===== config.mk =====
export PLATFORM = sky130hd
export DESIGN_NAME = ex_stage
export DESIGN_NICKNAME = d
export VERILOG_FILES = /design/src/ex_cfg_pkg.sv /design/src/ex_op_pkg.sv /design/src/ex_alu.sv /design/src/ex_mult.sv /design/src/ex_wb_ctrl.sv /design/src/ex_stage.sv
export SDC_FILE = /design/constraint.sdc
export NUM_CORES = 2
export LEC_CHECK = 0
export BUFFER_PORTS_ARGS = -buffer_cell sky130_fd_sc_hd__buf_2
export CAP_MARGIN = 20
export CORE_MARGIN = 4
export CORE_UTILIZATION = 45
export DETAILED_ROUTE_END_ITERATION = 8
export PLACE_DENSITY = 0.74
export SYNTH_ARGS = -nofsm -noshare
export SYNTH_HDL_FRONTEND = slang
export SYNTH_HIERARCHICAL = 1
export SYNTH_SLANG_ARGS = --single-unit

===== constraint.sdc =====
create_clock -name clk -period 22.2 [get_ports clk]
set_clock_uncertainty 0.05 [all_clocks]
set_input_delay 1.11 -clock clk [delete_from_list [all_inputs] [get_ports clk]]
set_output_delay 1.11 -clock clk [all_outputs]
set_load 0.02 [all_outputs]

===== src/ex_cfg_pkg.sv =====
// Datapath width and register-file address constants, register address type

package ex_cfg_pkg;

  ////////////////////////////////////////////////////////////
  // Datapath
  ////////////////////////////////////////////////////////////

  // Default word width of the execute stage
  parameter int XLEN_DEF = 32;

  ////////////////////////////////////////////////////////////
  // Register file
  ////////////////////////////////////////////////////////////

  // Address width covers the integer and extended register banks
  parameter int REG_ADDR_W = 6;

  // Register address as carried on both write ports
  typedef logic [REG_ADDR_W-1:0] reg_addr_t;

endpackage


===== src/ex_op_pkg.sv =====
// ALU operation and multiplier operation encodings

package ex_op_pkg;

  // ALU operations
  // Arithmetic, logic and shifts come first, then the compare group
  typedef enum logic [3:0] {
    ALU_ADD  = 4'd0,
    ALU_SUB  = 4'd1,
    ALU_AND  = 4'd2,
    ALU_OR   = 4'd3,
    ALU_XOR  = 4'd4,
    ALU_SLL  = 4'd5,
    ALU_SRL  = 4'd6,
    ALU_SRA  = 4'd7,
    ALU_SLT  = 4'd8,
    ALU_SLTU = 4'd9,
    ALU_EQ   = 4'd10,
    ALU_NE   = 4'd11,
    ALU_LT   = 4'd12,
    ALU_GE   = 4'd13,
    ALU_LTU  = 4'd14,
    ALU_GEU  = 4'd15
  } alu_op_e;

  // Multiplier operations
  // Low word is single cycle, the three high-word forms take two
  typedef enum logic [1:0] {
    MUL_L   = 2'd0,
    MUL_H   = 2'd1,
    MUL_HSU = 2'd2,
    MUL_HU  = 2'd3
  } mul_op_e;

endpackage


===== src/ex_alu.sv =====
// Integer ALU: adder/subtractor, logic ops, barrel shifter, shared comparator
`timescale 1ns/1ps

module ex_alu #(
  parameter int XLEN = 32
) (
  input  logic                enable_i,
  input  ex_op_pkg::alu_op_e  operator_i,
  input  logic [XLEN-1:0]     operand_a_i,
  input  logic [XLEN-1:0]     operand_b_i,
  output logic [XLEN-1:0]     result_o,
  output logic                cmp_result_o
);

  // Shift amount width follows the word width
  localparam int SHAMT_W = $clog2(XLEN);

  logic                   is_sub;
  logic [XLEN-1:0]        adder_b;
  logic [XLEN-1:0]        adder_result;
  logic [SHAMT_W-1:0]     shamt;
  logic [XLEN-1:0]        shift_result;
  logic                   cmp_signed;
  logic signed [XLEN:0]   cmp_a;
  logic signed [XLEN:0]   cmp_b;
  logic                   is_equal;
  logic                   is_less;
  logic                   cmp_raw;

  ////////////////////////////////////////////////////////////
  // Adder / subtractor
  ////////////////////////////////////////////////////////////

  // Two's complement subtract through inverted B and carry in
  assign is_sub       = (operator_i == ex_op_pkg::ALU_SUB);
  assign adder_b      = is_sub ? ~operand_b_i : operand_b_i;
  assign adder_result = operand_a_i + adder_b + {{(XLEN-1){1'b0}}, is_sub};

  ////////////////////////////////////////////////////////////
  // Barrel shifter
  ////////////////////////////////////////////////////////////

  // Only the low bits of B count as shift amount
  assign shamt = operand_b_i[SHAMT_W-1:0];

  always_comb begin
    case (operator_i)
      ex_op_pkg::ALU_SLL: shift_result = operand_a_i << shamt;
      ex_op_pkg::ALU_SRA: shift_result = $unsigned($signed(operand_a_i) >>> shamt);
      default:            shift_result = operand_a_i >> shamt;
    endcase
  end

  ////////////////////////////////////////////////////////////
  // Comparator
  ////////////////////////////////////////////////////////////

  // Signed forms extend with the MSB, unsigned forms with zero
  assign cmp_signed = (operator_i == ex_op_pkg::ALU_SLT) ||
                      (operator_i == ex_op_pkg::ALU_LT)  ||
                      (operator_i == ex_op_pkg::ALU_GE);

  assign cmp_a    = $signed({cmp_signed & operand_a_i[XLEN-1], operand_a_i});
  assign cmp_b    = $signed({cmp_signed & operand_b_i[XLEN-1], operand_b_i});
  assign is_equal = (operand_a_i == operand_b_i);
  assign is_less  = (cmp_a < cmp_b);

  // One compare result shared by set-less-than and branches
  always_comb begin
    case (operator_i)
      ex_op_pkg::ALU_EQ:   cmp_raw = is_equal;
      ex_op_pkg::ALU_NE:   cmp_raw = ~is_equal;
      ex_op_pkg::ALU_SLT,
      ex_op_pkg::ALU_SLTU,
      ex_op_pkg::ALU_LT,
      ex_op_pkg::ALU_LTU:  cmp_raw = is_less;
      ex_op_pkg::ALU_GE,
      ex_op_pkg::ALU_GEU:  cmp_raw = ~is_less;
      default:             cmp_raw = 1'b0;
    endcase
  end

  // No branch decision unless the ALU is in use
  assign cmp_result_o = enable_i & cmp_raw;

  ////////////////////////////////////////////////////////////
  // Result select
  ////////////////////////////////////////////////////////////

  always_comb begin
    case (operator_i)
      ex_op_pkg::ALU_ADD,
      ex_op_pkg::ALU_SUB: result_o = adder_result;
      ex_op_pkg::ALU_AND: result_o = operand_a_i & operand_b_i;
      ex_op_pkg::ALU_OR:  result_o = operand_a_i | operand_b_i;
      ex_op_pkg::ALU_XOR: result_o = operand_a_i ^ operand_b_i;
      ex_op_pkg::ALU_SLL,
      ex_op_pkg::ALU_SRL,
      ex_op_pkg::ALU_SRA: result_o = shift_result;
      // Compare group returns the flag zero extended
      default:            result_o = {{(XLEN-1){1'b0}}, cmp_raw};
    endcase
  end

endmodule


===== src/ex_mult.sv =====
// Integer multiplier with single-cycle low word and two-cycle high-word sequencer
`timescale 1ns/1ps

module ex_mult #(
  parameter int XLEN = 32
) (
  input  logic                clk,
  input  logic                rst_n,
  input  logic                enable_i,
  input  ex_op_pkg::mul_op_e  operator_i,
  input  logic [XLEN-1:0]     op_a_i,
  input  logic [XLEN-1:0]     op_b_i,
  input  logic                ex_ready_i,
  output logic [XLEN-1:0]     result_o,
  output logic                ready_o,
  output logic                multicycle_o
);

  // Extended operands are one bit wider, so the product is 2*XLEN+2
  localparam int PROD_W = 2 * XLEN + 2;

  typedef enum logic {
    MS_IDLE,
    MS_HIGH
  } mult_state_e;

  mult_state_e              state_q;
  mult_state_e              state_d;
  logic                     sign_a;
  logic                     sign_b;
  logic signed [XLEN:0]     op_a_ext;
  logic signed [XLEN:0]     op_b_ext;
  logic signed [PROD_W-1:0] product;
  logic                     is_high_op;
  logic                     start_high;
  logic [XLEN-1:0]          mulh_q;

  ////////////////////////////////////////////////////////////
  // Operand extension and product
  ////////////////////////////////////////////////////////////

  // MULH both signed, MULHSU only A signed, MULHU and MUL unsigned
  always_comb begin
    sign_a = 1'b0;
    sign_b = 1'b0;
    case (operator_i)
      ex_op_pkg::MUL_H: begin
        sign_a = 1'b1;
        sign_b = 1'b1;
      end
      ex_op_pkg::MUL_HSU: begin
        sign_a = 1'b1;
      end
      default: begin
        sign_a = 1'b0;
        sign_b = 1'b0;
      end
    endcase
  end

  assign op_a_ext = $signed({sign_a & op_a_i[XLEN-1], op_a_i});
  assign op_b_ext = $signed({sign_b & op_b_i[XLEN-1], op_b_i});

  // Full signed product, low word is the same for every sign mode
  assign product = op_a_ext * op_b_ext;

  ////////////////////////////////////////////////////////////
  // High-word sequencer
  ////////////////////////////////////////////////////////////

  assign is_high_op = (operator_i != ex_op_pkg::MUL_L);

  // New high-word request only from idle, the held inputs must not retrigger
  assign start_high = (state_q == MS_IDLE) && enable_i && is_high_op;

  always_comb begin
    state_d = state_q;
    case (state_q)
      MS_IDLE: begin
        if (start_high) begin
          state_d = MS_HIGH;
        end
      end
      MS_HIGH: begin
        // Wait here while the stage is stalled downstream
        if (ex_ready_i) begin
          state_d = MS_IDLE;
        end
      end
      default: state_d = MS_IDLE;
    endcase
  end

  always_ff @(posedge clk or negedge rst_n) begin
    if (!rst_n) begin
      state_q <= MS_IDLE;
    end else begin
      state_q <= state_d;
    end
  end

  // Upper word captured on entry to the high state
  always_ff @(posedge clk) begin
    if (start_high) begin
      mulh_q <= product[2*XLEN-1:XLEN];
    end
  end

  ////////////////////////////////////////////////////////////
  // Outputs
  ////////////////////////////////////////////////////////////

  assign result_o     = (state_q == MS_HIGH) ? mulh_q : product[XLEN-1:0];
  assign ready_o      = ~start_high;
  assign multicycle_o = (state_q == MS_HIGH);

endmodule


===== src/ex_wb_ctrl.sv =====
// Forward-port select, EX/WB pipeline register, stage ready and valid
`timescale 1ns/1ps

module ex_wb_ctrl #(
  parameter int XLEN = 32
) (
  input  logic                   clk,
  input  logic                   rst_n,
  // Unit enables
  input  logic                   alu_en_i,
  input  logic                   mult_en_i,
  input  logic                   csr_access_i,
  input  logic                   lsu_en_i,
  // Result sources
  input  logic [XLEN-1:0]        alu_result_i,
  input  logic [XLEN-1:0]        mult_result_i,
  input  logic [XLEN-1:0]        csr_rdata_i,
  // Status
  input  logic                   mult_ready_i,
  input  logic                   lsu_ready_ex_i,
  input  logic                   lsu_err_i,
  input  logic                   wb_ready_i,
  input  logic                   branch_in_ex_i,
  // Write requests from ID
  input  logic                   regfile_alu_we_i,
  input  ex_cfg_pkg::reg_addr_t  regfile_alu_waddr_i,
  input  logic                   regfile_we_i,
  input  ex_cfg_pkg::reg_addr_t  regfile_waddr_i,
  input  logic [XLEN-1:0]        lsu_rdata_i,
  // Forward port
  output logic                   regfile_alu_we_fw_o,
  output ex_cfg_pkg::reg_addr_t  regfile_alu_waddr_fw_o,
  output logic [XLEN-1:0]        regfile_alu_wdata_fw_o,
  // Writeback port
  output logic                   regfile_we_wb_o,
  output ex_cfg_pkg::reg_addr_t  regfile_waddr_wb_o,
  output logic [XLEN-1:0]        regfile_wdata_wb_o,
  // Stage handshake levels
  output logic                   ex_ready_o,
  output logic                   ex_valid_o
);

  logic                   wb_we_q;
  ex_cfg_pkg::reg_addr_t  wb_waddr_q;
  logic                   units_ready;

  // Forward port, later assignments win
  // CSR over multiplier over ALU, zero when idle
  always_comb begin
    regfile_alu_wdata_fw_o = '0;
    if (alu_en_i) begin
      regfile_alu_wdata_fw_o = alu_result_i;
    end
    if (mult_en_i) begin
      regfile_alu_wdata_fw_o = mult_result_i;
    end
    if (csr_access_i) begin
      regfile_alu_wdata_fw_o = csr_rdata_i;
    end
  end

  assign regfile_alu_we_fw_o    = regfile_alu_we_i;
  assign regfile_alu_waddr_fw_o = regfile_alu_waddr_i;

  // Stage status
  assign units_ready = mult_ready_i & lsu_ready_ex_i & wb_ready_i;
  // Branches resolve in EX, so they never wait on writeback
  assign ex_ready_o  = units_ready | branch_in_ex_i;
  assign ex_valid_o  = (alu_en_i | mult_en_i | csr_access_i | lsu_en_i) & units_ready;

  // EX/WB register for the LSU write port
  always_ff @(posedge clk or negedge rst_n) begin
    if (!rst_n) begin
      wb_we_q    <= 1'b0;
      wb_waddr_q <= '0;
    end else if (ex_valid_o) begin
      // A faulting load drops its write
      wb_we_q <= regfile_we_i & ~lsu_err_i;
      if (regfile_we_i && !lsu_err_i) begin
        wb_waddr_q <= regfile_waddr_i;
      end
    end else if (wb_ready_i) begin
      wb_we_q <= 1'b0; // flush, nothing new came in
    end
  end

  assign regfile_we_wb_o    = wb_we_q;
  assign regfile_waddr_wb_o = wb_waddr_q;
  // Load data arrives in the WB cycle itself
  assign regfile_wdata_wb_o = lsu_rdata_i;

endmodule


===== src/ex_stage.sv =====
// Execute stage top: ALU, multiplier and writeback control, branch outputs
`timescale 1ns/1ps

module ex_stage #(
  parameter int XLEN = ex_cfg_pkg::XLEN_DEF
) (
  input  logic                   clk,
  input  logic                   rst_n,

  // ALU operation from ID
  input  ex_op_pkg::alu_op_e     alu_operator_i,
  input  logic [XLEN-1:0]        alu_operand_a_i,
  input  logic [XLEN-1:0]        alu_operand_b_i,
  input  logic [XLEN-1:0]        alu_operand_c_i,
  input  logic                   alu_en_i,

  // Multiplier operation from ID
  input  ex_op_pkg::mul_op_e     mult_operator_i,
  input  logic [XLEN-1:0]        mult_operand_a_i,
  input  logic [XLEN-1:0]        mult_operand_b_i,
  input  logic                   mult_en_i,
  output logic                   mult_multicycle_o,

  // CSR read
  input  logic                   csr_access_i,
  input  logic [XLEN-1:0]        csr_rdata_i,

  // LSU status and load data
  input  logic                   lsu_en_i,
  input  logic [XLEN-1:0]        lsu_rdata_i,
  input  logic                   lsu_ready_ex_i,
  input  logic                   lsu_err_i,

  // Control and write requests from ID
  input  logic                   branch_in_ex_i,
  input  logic                   regfile_alu_we_i,
  input  ex_cfg_pkg::reg_addr_t  regfile_alu_waddr_i,
  input  logic                   regfile_we_i,
  input  ex_cfg_pkg::reg_addr_t  regfile_waddr_i,
  input  logic                   wb_ready_i,

  // Forward port to ID and register file
  output logic                   regfile_alu_we_fw_o,
  output ex_cfg_pkg::reg_addr_t  regfile_alu_waddr_fw_o,
  output logic [XLEN-1:0]        regfile_alu_wdata_fw_o,

  // Writeback port
  output logic                   regfile_we_wb_o,
  output ex_cfg_pkg::reg_addr_t  regfile_waddr_wb_o,
  output logic [XLEN-1:0]        regfile_wdata_wb_o,

  // Branch resolution to IF
  output logic [XLEN-1:0]        jump_target_o,
  output logic                   branch_decision_o,

  // Stall control
  output logic                   ex_ready_o,
  output logic                   ex_valid_o
);

  logic [XLEN-1:0] alu_result;
  logic            alu_cmp_result;
  logic [XLEN-1:0] mult_result;
  logic            mult_ready;

  ////////////////////////////////////////////////////////////
  // ALU
  ////////////////////////////////////////////////////////////

  ex_alu #(
    .XLEN (XLEN)
  ) i_alu (
    .enable_i     (alu_en_i),
    .operator_i   (alu_operator_i),
    .operand_a_i  (alu_operand_a_i),
    .operand_b_i  (alu_operand_b_i),
    .result_o     (alu_result),
    .cmp_result_o (alu_cmp_result)
  );

  // Branch target is precomputed in ID and passed as operand C
  assign branch_decision_o = alu_cmp_result;
  assign jump_target_o     = alu_operand_c_i;

  ////////////////////////////////////////////////////////////
  // Multiplier
  ////////////////////////////////////////////////////////////

  // Sequencer leaves its high state once the stage moves on
  ex_mult #(
    .XLEN (XLEN)
  ) i_mult (
    .clk          (clk),
    .rst_n        (rst_n),
    .enable_i     (mult_en_i),
    .operator_i   (mult_operator_i),
    .op_a_i       (mult_operand_a_i),
    .op_b_i       (mult_operand_b_i),
    .ex_ready_i   (ex_ready_o),
    .result_o     (mult_result),
    .ready_o      (mult_ready),
    .multicycle_o (mult_multicycle_o)
  );

  ////////////////////////////////////////////////////////////
  // Writeback control
  ////////////////////////////////////////////////////////////

  ex_wb_ctrl #(
    .XLEN (XLEN)
  ) i_wb_ctrl (
    .clk                    (clk),
    .rst_n                  (rst_n),
    .alu_en_i               (alu_en_i),
    .mult_en_i              (mult_en_i),
    .csr_access_i           (csr_access_i),
    .lsu_en_i               (lsu_en_i),
    .alu_result_i           (alu_result),
    .mult_result_i          (mult_result),
    .csr_rdata_i            (csr_rdata_i),
    .mult_ready_i           (mult_ready),
    .lsu_ready_ex_i         (lsu_ready_ex_i),
    .lsu_err_i              (lsu_err_i),
    .wb_ready_i             (wb_ready_i),
    .branch_in_ex_i         (branch_in_ex_i),
    .regfile_alu_we_i       (regfile_alu_we_i),
    .regfile_alu_waddr_i    (regfile_alu_waddr_i),
    .regfile_we_i           (regfile_we_i),
    .regfile_waddr_i        (regfile_waddr_i),
    .lsu_rdata_i            (lsu_rdata_i),
    .regfile_alu_we_fw_o    (regfile_alu_we_fw_o),
    .regfile_alu_waddr_fw_o (regfile_alu_waddr_fw_o),
    .regfile_alu_wdata_fw_o (regfile_alu_wdata_fw_o),
    .regfile_we_wb_o        (regfile_we_wb_o),
    .regfile_waddr_wb_o     (regfile_waddr_wb_o),
    .regfile_wdata_wb_o     (regfile_wdata_wb_o),
    .ex_ready_o             (ex_ready_o),
    .ex_valid_o             (ex_valid_o)
  );

endmodule


======== Yosys cells after proc, flatten, opt, wreduce, memory -nomap -nowiden ========
Cells that the tools add are included.
operators by class
  shift-type cells ........................ 3
  equal/unequal tests ..................... 18
  reductions and logical operators ........ 15
  order comparisons ....................... 1
  multiply operators ...................... 1
  add/subtract/negate cells ............... 2
  bitwise logic cells ..................... 22
  mux-type cells .......................... 15
operator list
  kind                                                  count
  two-way mux 32 bit                                    5
  case mux 32 bit (5 select lines)                      1
  multiplier 33 x 33 -> 64 bit                          1
  case mux 32 bit (2 select lines)                      1
  < comparator 33 bit                                   1
  adder 32 x 1 -> 32 bit                                1
  adder 32 bit                                          1
  AND 32 bit                                            1
  equality test 32 bit                                  1
  equality test 4 bit (second input constant)           8
  inverter 32 bit                                       1
  bitwise OR 32 bit                                     1
  << shifter 32 x 5 -> 32 bit                           1
  right shift 32 x 5 -> 32 bit                          1
  >>> shifter 32 x 5 -> 32 bit                          1
  bitwise XOR 32 bit                                    1
  equality test 4 x 3 -> 1 bit (second input constant)  4
  AND 1 bit                                             9
  equality test 4 x 2 -> 1 bit (second input constant)  2
  two-way mux 1 bit                                     6
  OR reduction 2 bit                                    3
  inverter 1 bit                                        5
  equality test 4 x 1 -> 1 bit (second input constant)  1
  zero test 4 bit                                       1
  12 further kinds                                      19
storage, ports and cells
  register bits ........................... 40
  input bits .............................. 254
  output and inout bits ................... 114

======== Logic depth before layout (Yosys ltp) ========
  word-level depth ........................ 11
  depth in mapped cells ................... 32
  gate-level depth less buffers ........... 29

======== By module ========
The synthesis kept the hierarchy.
by module, submodules not included
  module      cells an instance  times used  area an instance (µm²)  seq. area each (µm²)
  ex_mult     4328               1           39178.8                 985.9
  ex_alu      1149               1           8454.4                  0.0
  ex_wb_ctrl  172                1           1204.9                  175.2
  ex_stage    32                 1           240.2                   0.0

======== Worst setup path before layout ========
No wires, ideal clock.
  path kind ............................... in2reg
  from .................................... input mult_operator_i[0]
  to ...................................... register i_mult.mulh_q[18] (data pin)
  stages on the path ...................... 31
  buffers on the path ..................... 2
  data arrival time ....................... 9.093 ns
  data required time ...................... 21.878 ns
  slack ................................... 12.785 ns
  library setup time ...................... 0.272 ns
  cells stage by stage .................... inv_1 > ha_1 > and2_1 > clkbuf_1 > clkbuf_1 > nand2_1 > inv_1 > fa_1 > inv_1 > fa_1 > inv_1 > fa_1 > fa_1 > inv_1 > fa_1 > inv_1 > fa_1 > inv_1 > fa_1 > fa_1 > inv_1 > ha_1 > a21oi_4 > o21ai_2 > a2111oi_4 > or4b_4 > o21ai_4 > o31ai_4 > a211oi_4 > nor3_1 > or4b_1
on the way
  longest elaborated chain between the ends .. 5
RTL lines
  what                                                                 line            source
  start: declaration                                                   ex_stage.sv:18  input ex_op_pkg::mul_op_e mult_operator_i,
  equality test 2 x 1 -> 1 bit or equality test 2 bit (tied branches)  ex_mult.sv:46   case (operator_i)
  OR reduction 2 bit (no source line)                                  n/a
  two-way mux 1 bit                                                    ex_mult.sv:46
  AND 1 bit                                                            ex_mult.sv:61   assign op_a_ext = $signed({sign_a & op_a_i[XLEN-1], op_a_i});
  multiplier 33 x 33 -> 64 bit (*)                                     ex_mult.sv:65   assign product = op_a_ext * op_b_ext;
  named net i_mult.product[50]                                         ex_mult.sv:33   logic signed [PROD_W-1:0] product;
  end signal: assignment                                               ex_mult.sv:105  mulh_q <= product[2*XLEN-1:XLEN];
  end: declaration                                                     ex_mult.sv:36   logic [XLEN-1:0] mulh_q;
Mark *: on every way through the listed nets, which the timed path passes. The rest lies on a longest branch.
A chain may end at the register's enable or synchronous reset.

======== Final worst setup path ========
  from .................................... input mult_operand_a_i[14]
  to ...................................... output regfile_alu_wdata_fw_o[30]
on the way
  longest elaborated chain between the ends .. 4
RTL lines
  what                          line              source
  start: declaration            ex_stage.sv:19    input logic [XLEN-1:0] mult_operand_a_i,
  multiplier 33 x 33 -> 64 bit  ex_mult.sv:65
  two-way mux 32 bit            ex_mult.sv:113    assign result_o = (state_q == MS_HIGH) ? mulh_q : product[XLEN-1:0];
  named net mult_result[30]     ex_stage.sv:63    logic [XLEN-1:0] mult_result;
  two-way mux 32 bit            ex_wb_ctrl.sv:54  if (mult_en_i) begin
  two-way mux 32 bit            ex_wb_ctrl.sv:57  if (csr_access_i) begin
  end: declaration              ex_stage.sv:45    output logic [XLEN-1:0] regfile_alu_wdata_fw_o,
The timed path passes the listed nets, and every way through them passes these cells.

==> metrics <==
status=completed; die height=338 µm; WL/cell=21.9 µm; GRT Util Overall=26.7%; Synth area leaders=fa_1 (46%), inv_1 (9.7%), ha_1 (8.9%); Rel. slew slack=23.0%; layout cells sized above 1=7.07%; critical path class=in2out; Placer Congestion=0.995; # setup viols final=0; postcts setup bufs=0; Critical Path RT=21.04 ns; largest net degree at the start of global routing=68; DRT iter0 DRCs=3486; Seq cells post-synth=40; Post-Route WL=153 mm; crit path max fanout=33; Avg Inst Size Synth=8.64 µm²; Max Clk Rate=0.0930 GHz; total grt overflow=0; Syn. warnings=6; IO buf count=225; Clock Pin Slew Worst Setup and Hold Paths=0.07 ns; Hold Worst Slack=0.452 ns; CTS H-tree lvls=2; Max Cap Violations=0; Fin. Hold Viols=0; Mapped Cells=5681; Vias/cell=5.68; vias in the first global route=42800; Worst Setup End Kind=output pin; Worst-Skew Late Latency=0.31 ns; Arrival @ worst endpoint=9.59 ns; most frequent cells in the layout=inv_1 (1263), fa_1 (1126), nand2_1 (948), ha_1 (348), and2_1 (266); syn nets=7409; Core ar.=108000 µm²; CTS resizes=0; DRT antenna net count=0; Top-Level Pins=368; Startpoint Class=input pin; worst slew pin tran=1.15 ns; library cells used by synthesis=94; Final nets=7317; top cell type's share of synthesized area=45.9%; initial core utilization=45.6%; crit share post-route=48.4%; initial antenna violation count=12; die width=338 µm; DP HPWL=121 mm; drt drc=0; setup TNS=0 ns; Main synth FF type=edfxtp_1; Die Area=114000 µm²; Max Slew Vio Count=0; Hold WC Path Type=reg2reg; commonest non-fill, non-tap cell in the layout=inv_1; DR vias=39700; router iterations before antenna repair=6; FP Rows=120; ys async rst share=20.0%; P&R area growth vs syn=3.57%; min Tclk post-route=10.75 ns; CTS Sinks=40; clock root buffer=clkbuf_16; cts bufs inserted=5; r2r worst-path depth=6; RSZ-0062 raised after global routing=no; Longest Clk Path Bufs=2; cts hold-fix bufs=0; Mapped Area=49100 µm²; post-synthesis sequential area ratio=2.37%; EDFF count, synth=32; dominant cell type by area after synthesis=fa_1; Cells on Worst Hold Path=1; TritonCTS clock tree=yes; first-pass GRT wire length=241 mm; R2R setup slack=19.00 ns
flip-flops by register name (all words and copies together), names as in the netlist:
| register | cells |
|---|---|
| i_mult/mulh_q | 32 |
| i_wb_ctrl/regfile_waddr_wb_o | 6 |
| i_mult/multicycle_o | 1 |
| i_wb_ctrl/regfile_we_wb_o | 1 |
through the flow:
step | cells | util (%) | setup WS [ns] | instance area (µm²)
floorplan | 5681 | - | 12.79 | 49100
global placement | 6985 | 47.0 | 11.58 | 50600
detailed placement | 6985 | 47.0 | 11.39 | 50600
CTS | 6993 | 47.2 | 11.61 | 50800
global route | 6994 | 47.2 | 10.94 | 50800
finish | 6998 | 47.2 | 11.45 | 50800
worst paths after layout:
check | from | to
hold reg to reg | i_wb_ctrl/regfile_waddr_wb_o[4] | i_wb_ctrl/regfile_waddr_wb_o[4]
setup reg to reg | i_mult/multicycle_o | i_wb_ctrl/regfile_waddr_wb_o[5]
max in group asynchronous | rst_n | i_mult/multicycle_o
hold / removal | i_wb_ctrl/regfile_waddr_wb_o[4] | i_wb_ctrl/regfile_waddr_wb_o[4]
min in group asynchronous | rst_n | i_wb_ctrl/regfile_waddr_wb_o[3]
setup / recovery | mult_operand_a_i[14] | regfile_alu_wdata_fw_o[30]
worst max-delay path: stages:
cell	delay (ns)
buf_2	0.65
nand2_1	0.18
fa_1	0.57
inv_1	0.05
fa_1	0.50
inv_1	0.05
fa_1	0.51
inv_1	0.05
fa_1	0.48
inv_1	0.05
fa_1	0.48
fa_1	0.51
fa_1	0.49
inv_1	0.05
fa_1	0.44
ha_1	0.35
o21ai_1	0.11
a21o_1	0.16
a21oi_1	0.58
nor3_1	0.24
o21ai_0	0.22
a21oi_1	0.10
xor2_1	0.16
o21ai_0	0.56
a22oi_1	0.28
o21ai_0	0.36
buf_2	0.24
cells in the mapped netlist (all sizes together), types with 21 or more instances:
| master | n |
|---|---|
| nor2 | 190 |
| a211oi | 21 |
| mux2i | 48 |
| nor3 | 45 |
| nand3 | 34 |
| nand2 | 948 |
| a21o | 46 |
| inv | 1266 |
| a21oi | 168 |
| a22oi | 48 |
| mux2 | 21 |
| and3 | 28 |
| clkbuf | 276 |
| xnor2 | 94 |
| mux4 | 48 |
| edfxtp | 32 |
| o211ai | 22 |
| ha | 348 |
| o21ai | 188 |
| xor2 | 39 |
| and2 | 266 |
| a31oi | 30 |
| fa | 1126 |
| buf | 111 |
metal layers:
metal  part of all wire, %  track usage (%)
met1                    39             35.0
met2                    46             43.0
met3                   9.7             5.39
met4                   5.5             12.2
met5                 0.025                0
area by class of cell:
cell class | count | area [µm²]
antenna | 5 | 12.5
clock buffer | 5 | 125
clock inverter | 3 | 46.3
fill | 10200 | 56800
inverter | 1267 | 4760
multi-input combinational | 3987 | 41400
sequential | 40 | 1160
tap | 1403 | 1760
timing repair buffer | 288 | 1600
logic make-up after synthesis:
group / Yosys count / share of synthesized area [%]
mux: 117 / 3.78
buf+inv: 1654 / 13.4
simple gates: 1599 / 14.6
fa+ha+maj: 1474 / 54.8
xor+xnor: 133 / 2.37
compound gates: 664 / 8.74
flops: 40 / 2.37
Power is not shown: default switching activity piles up to over one toggle a cycle in this logic, so the estimate is an artifact.
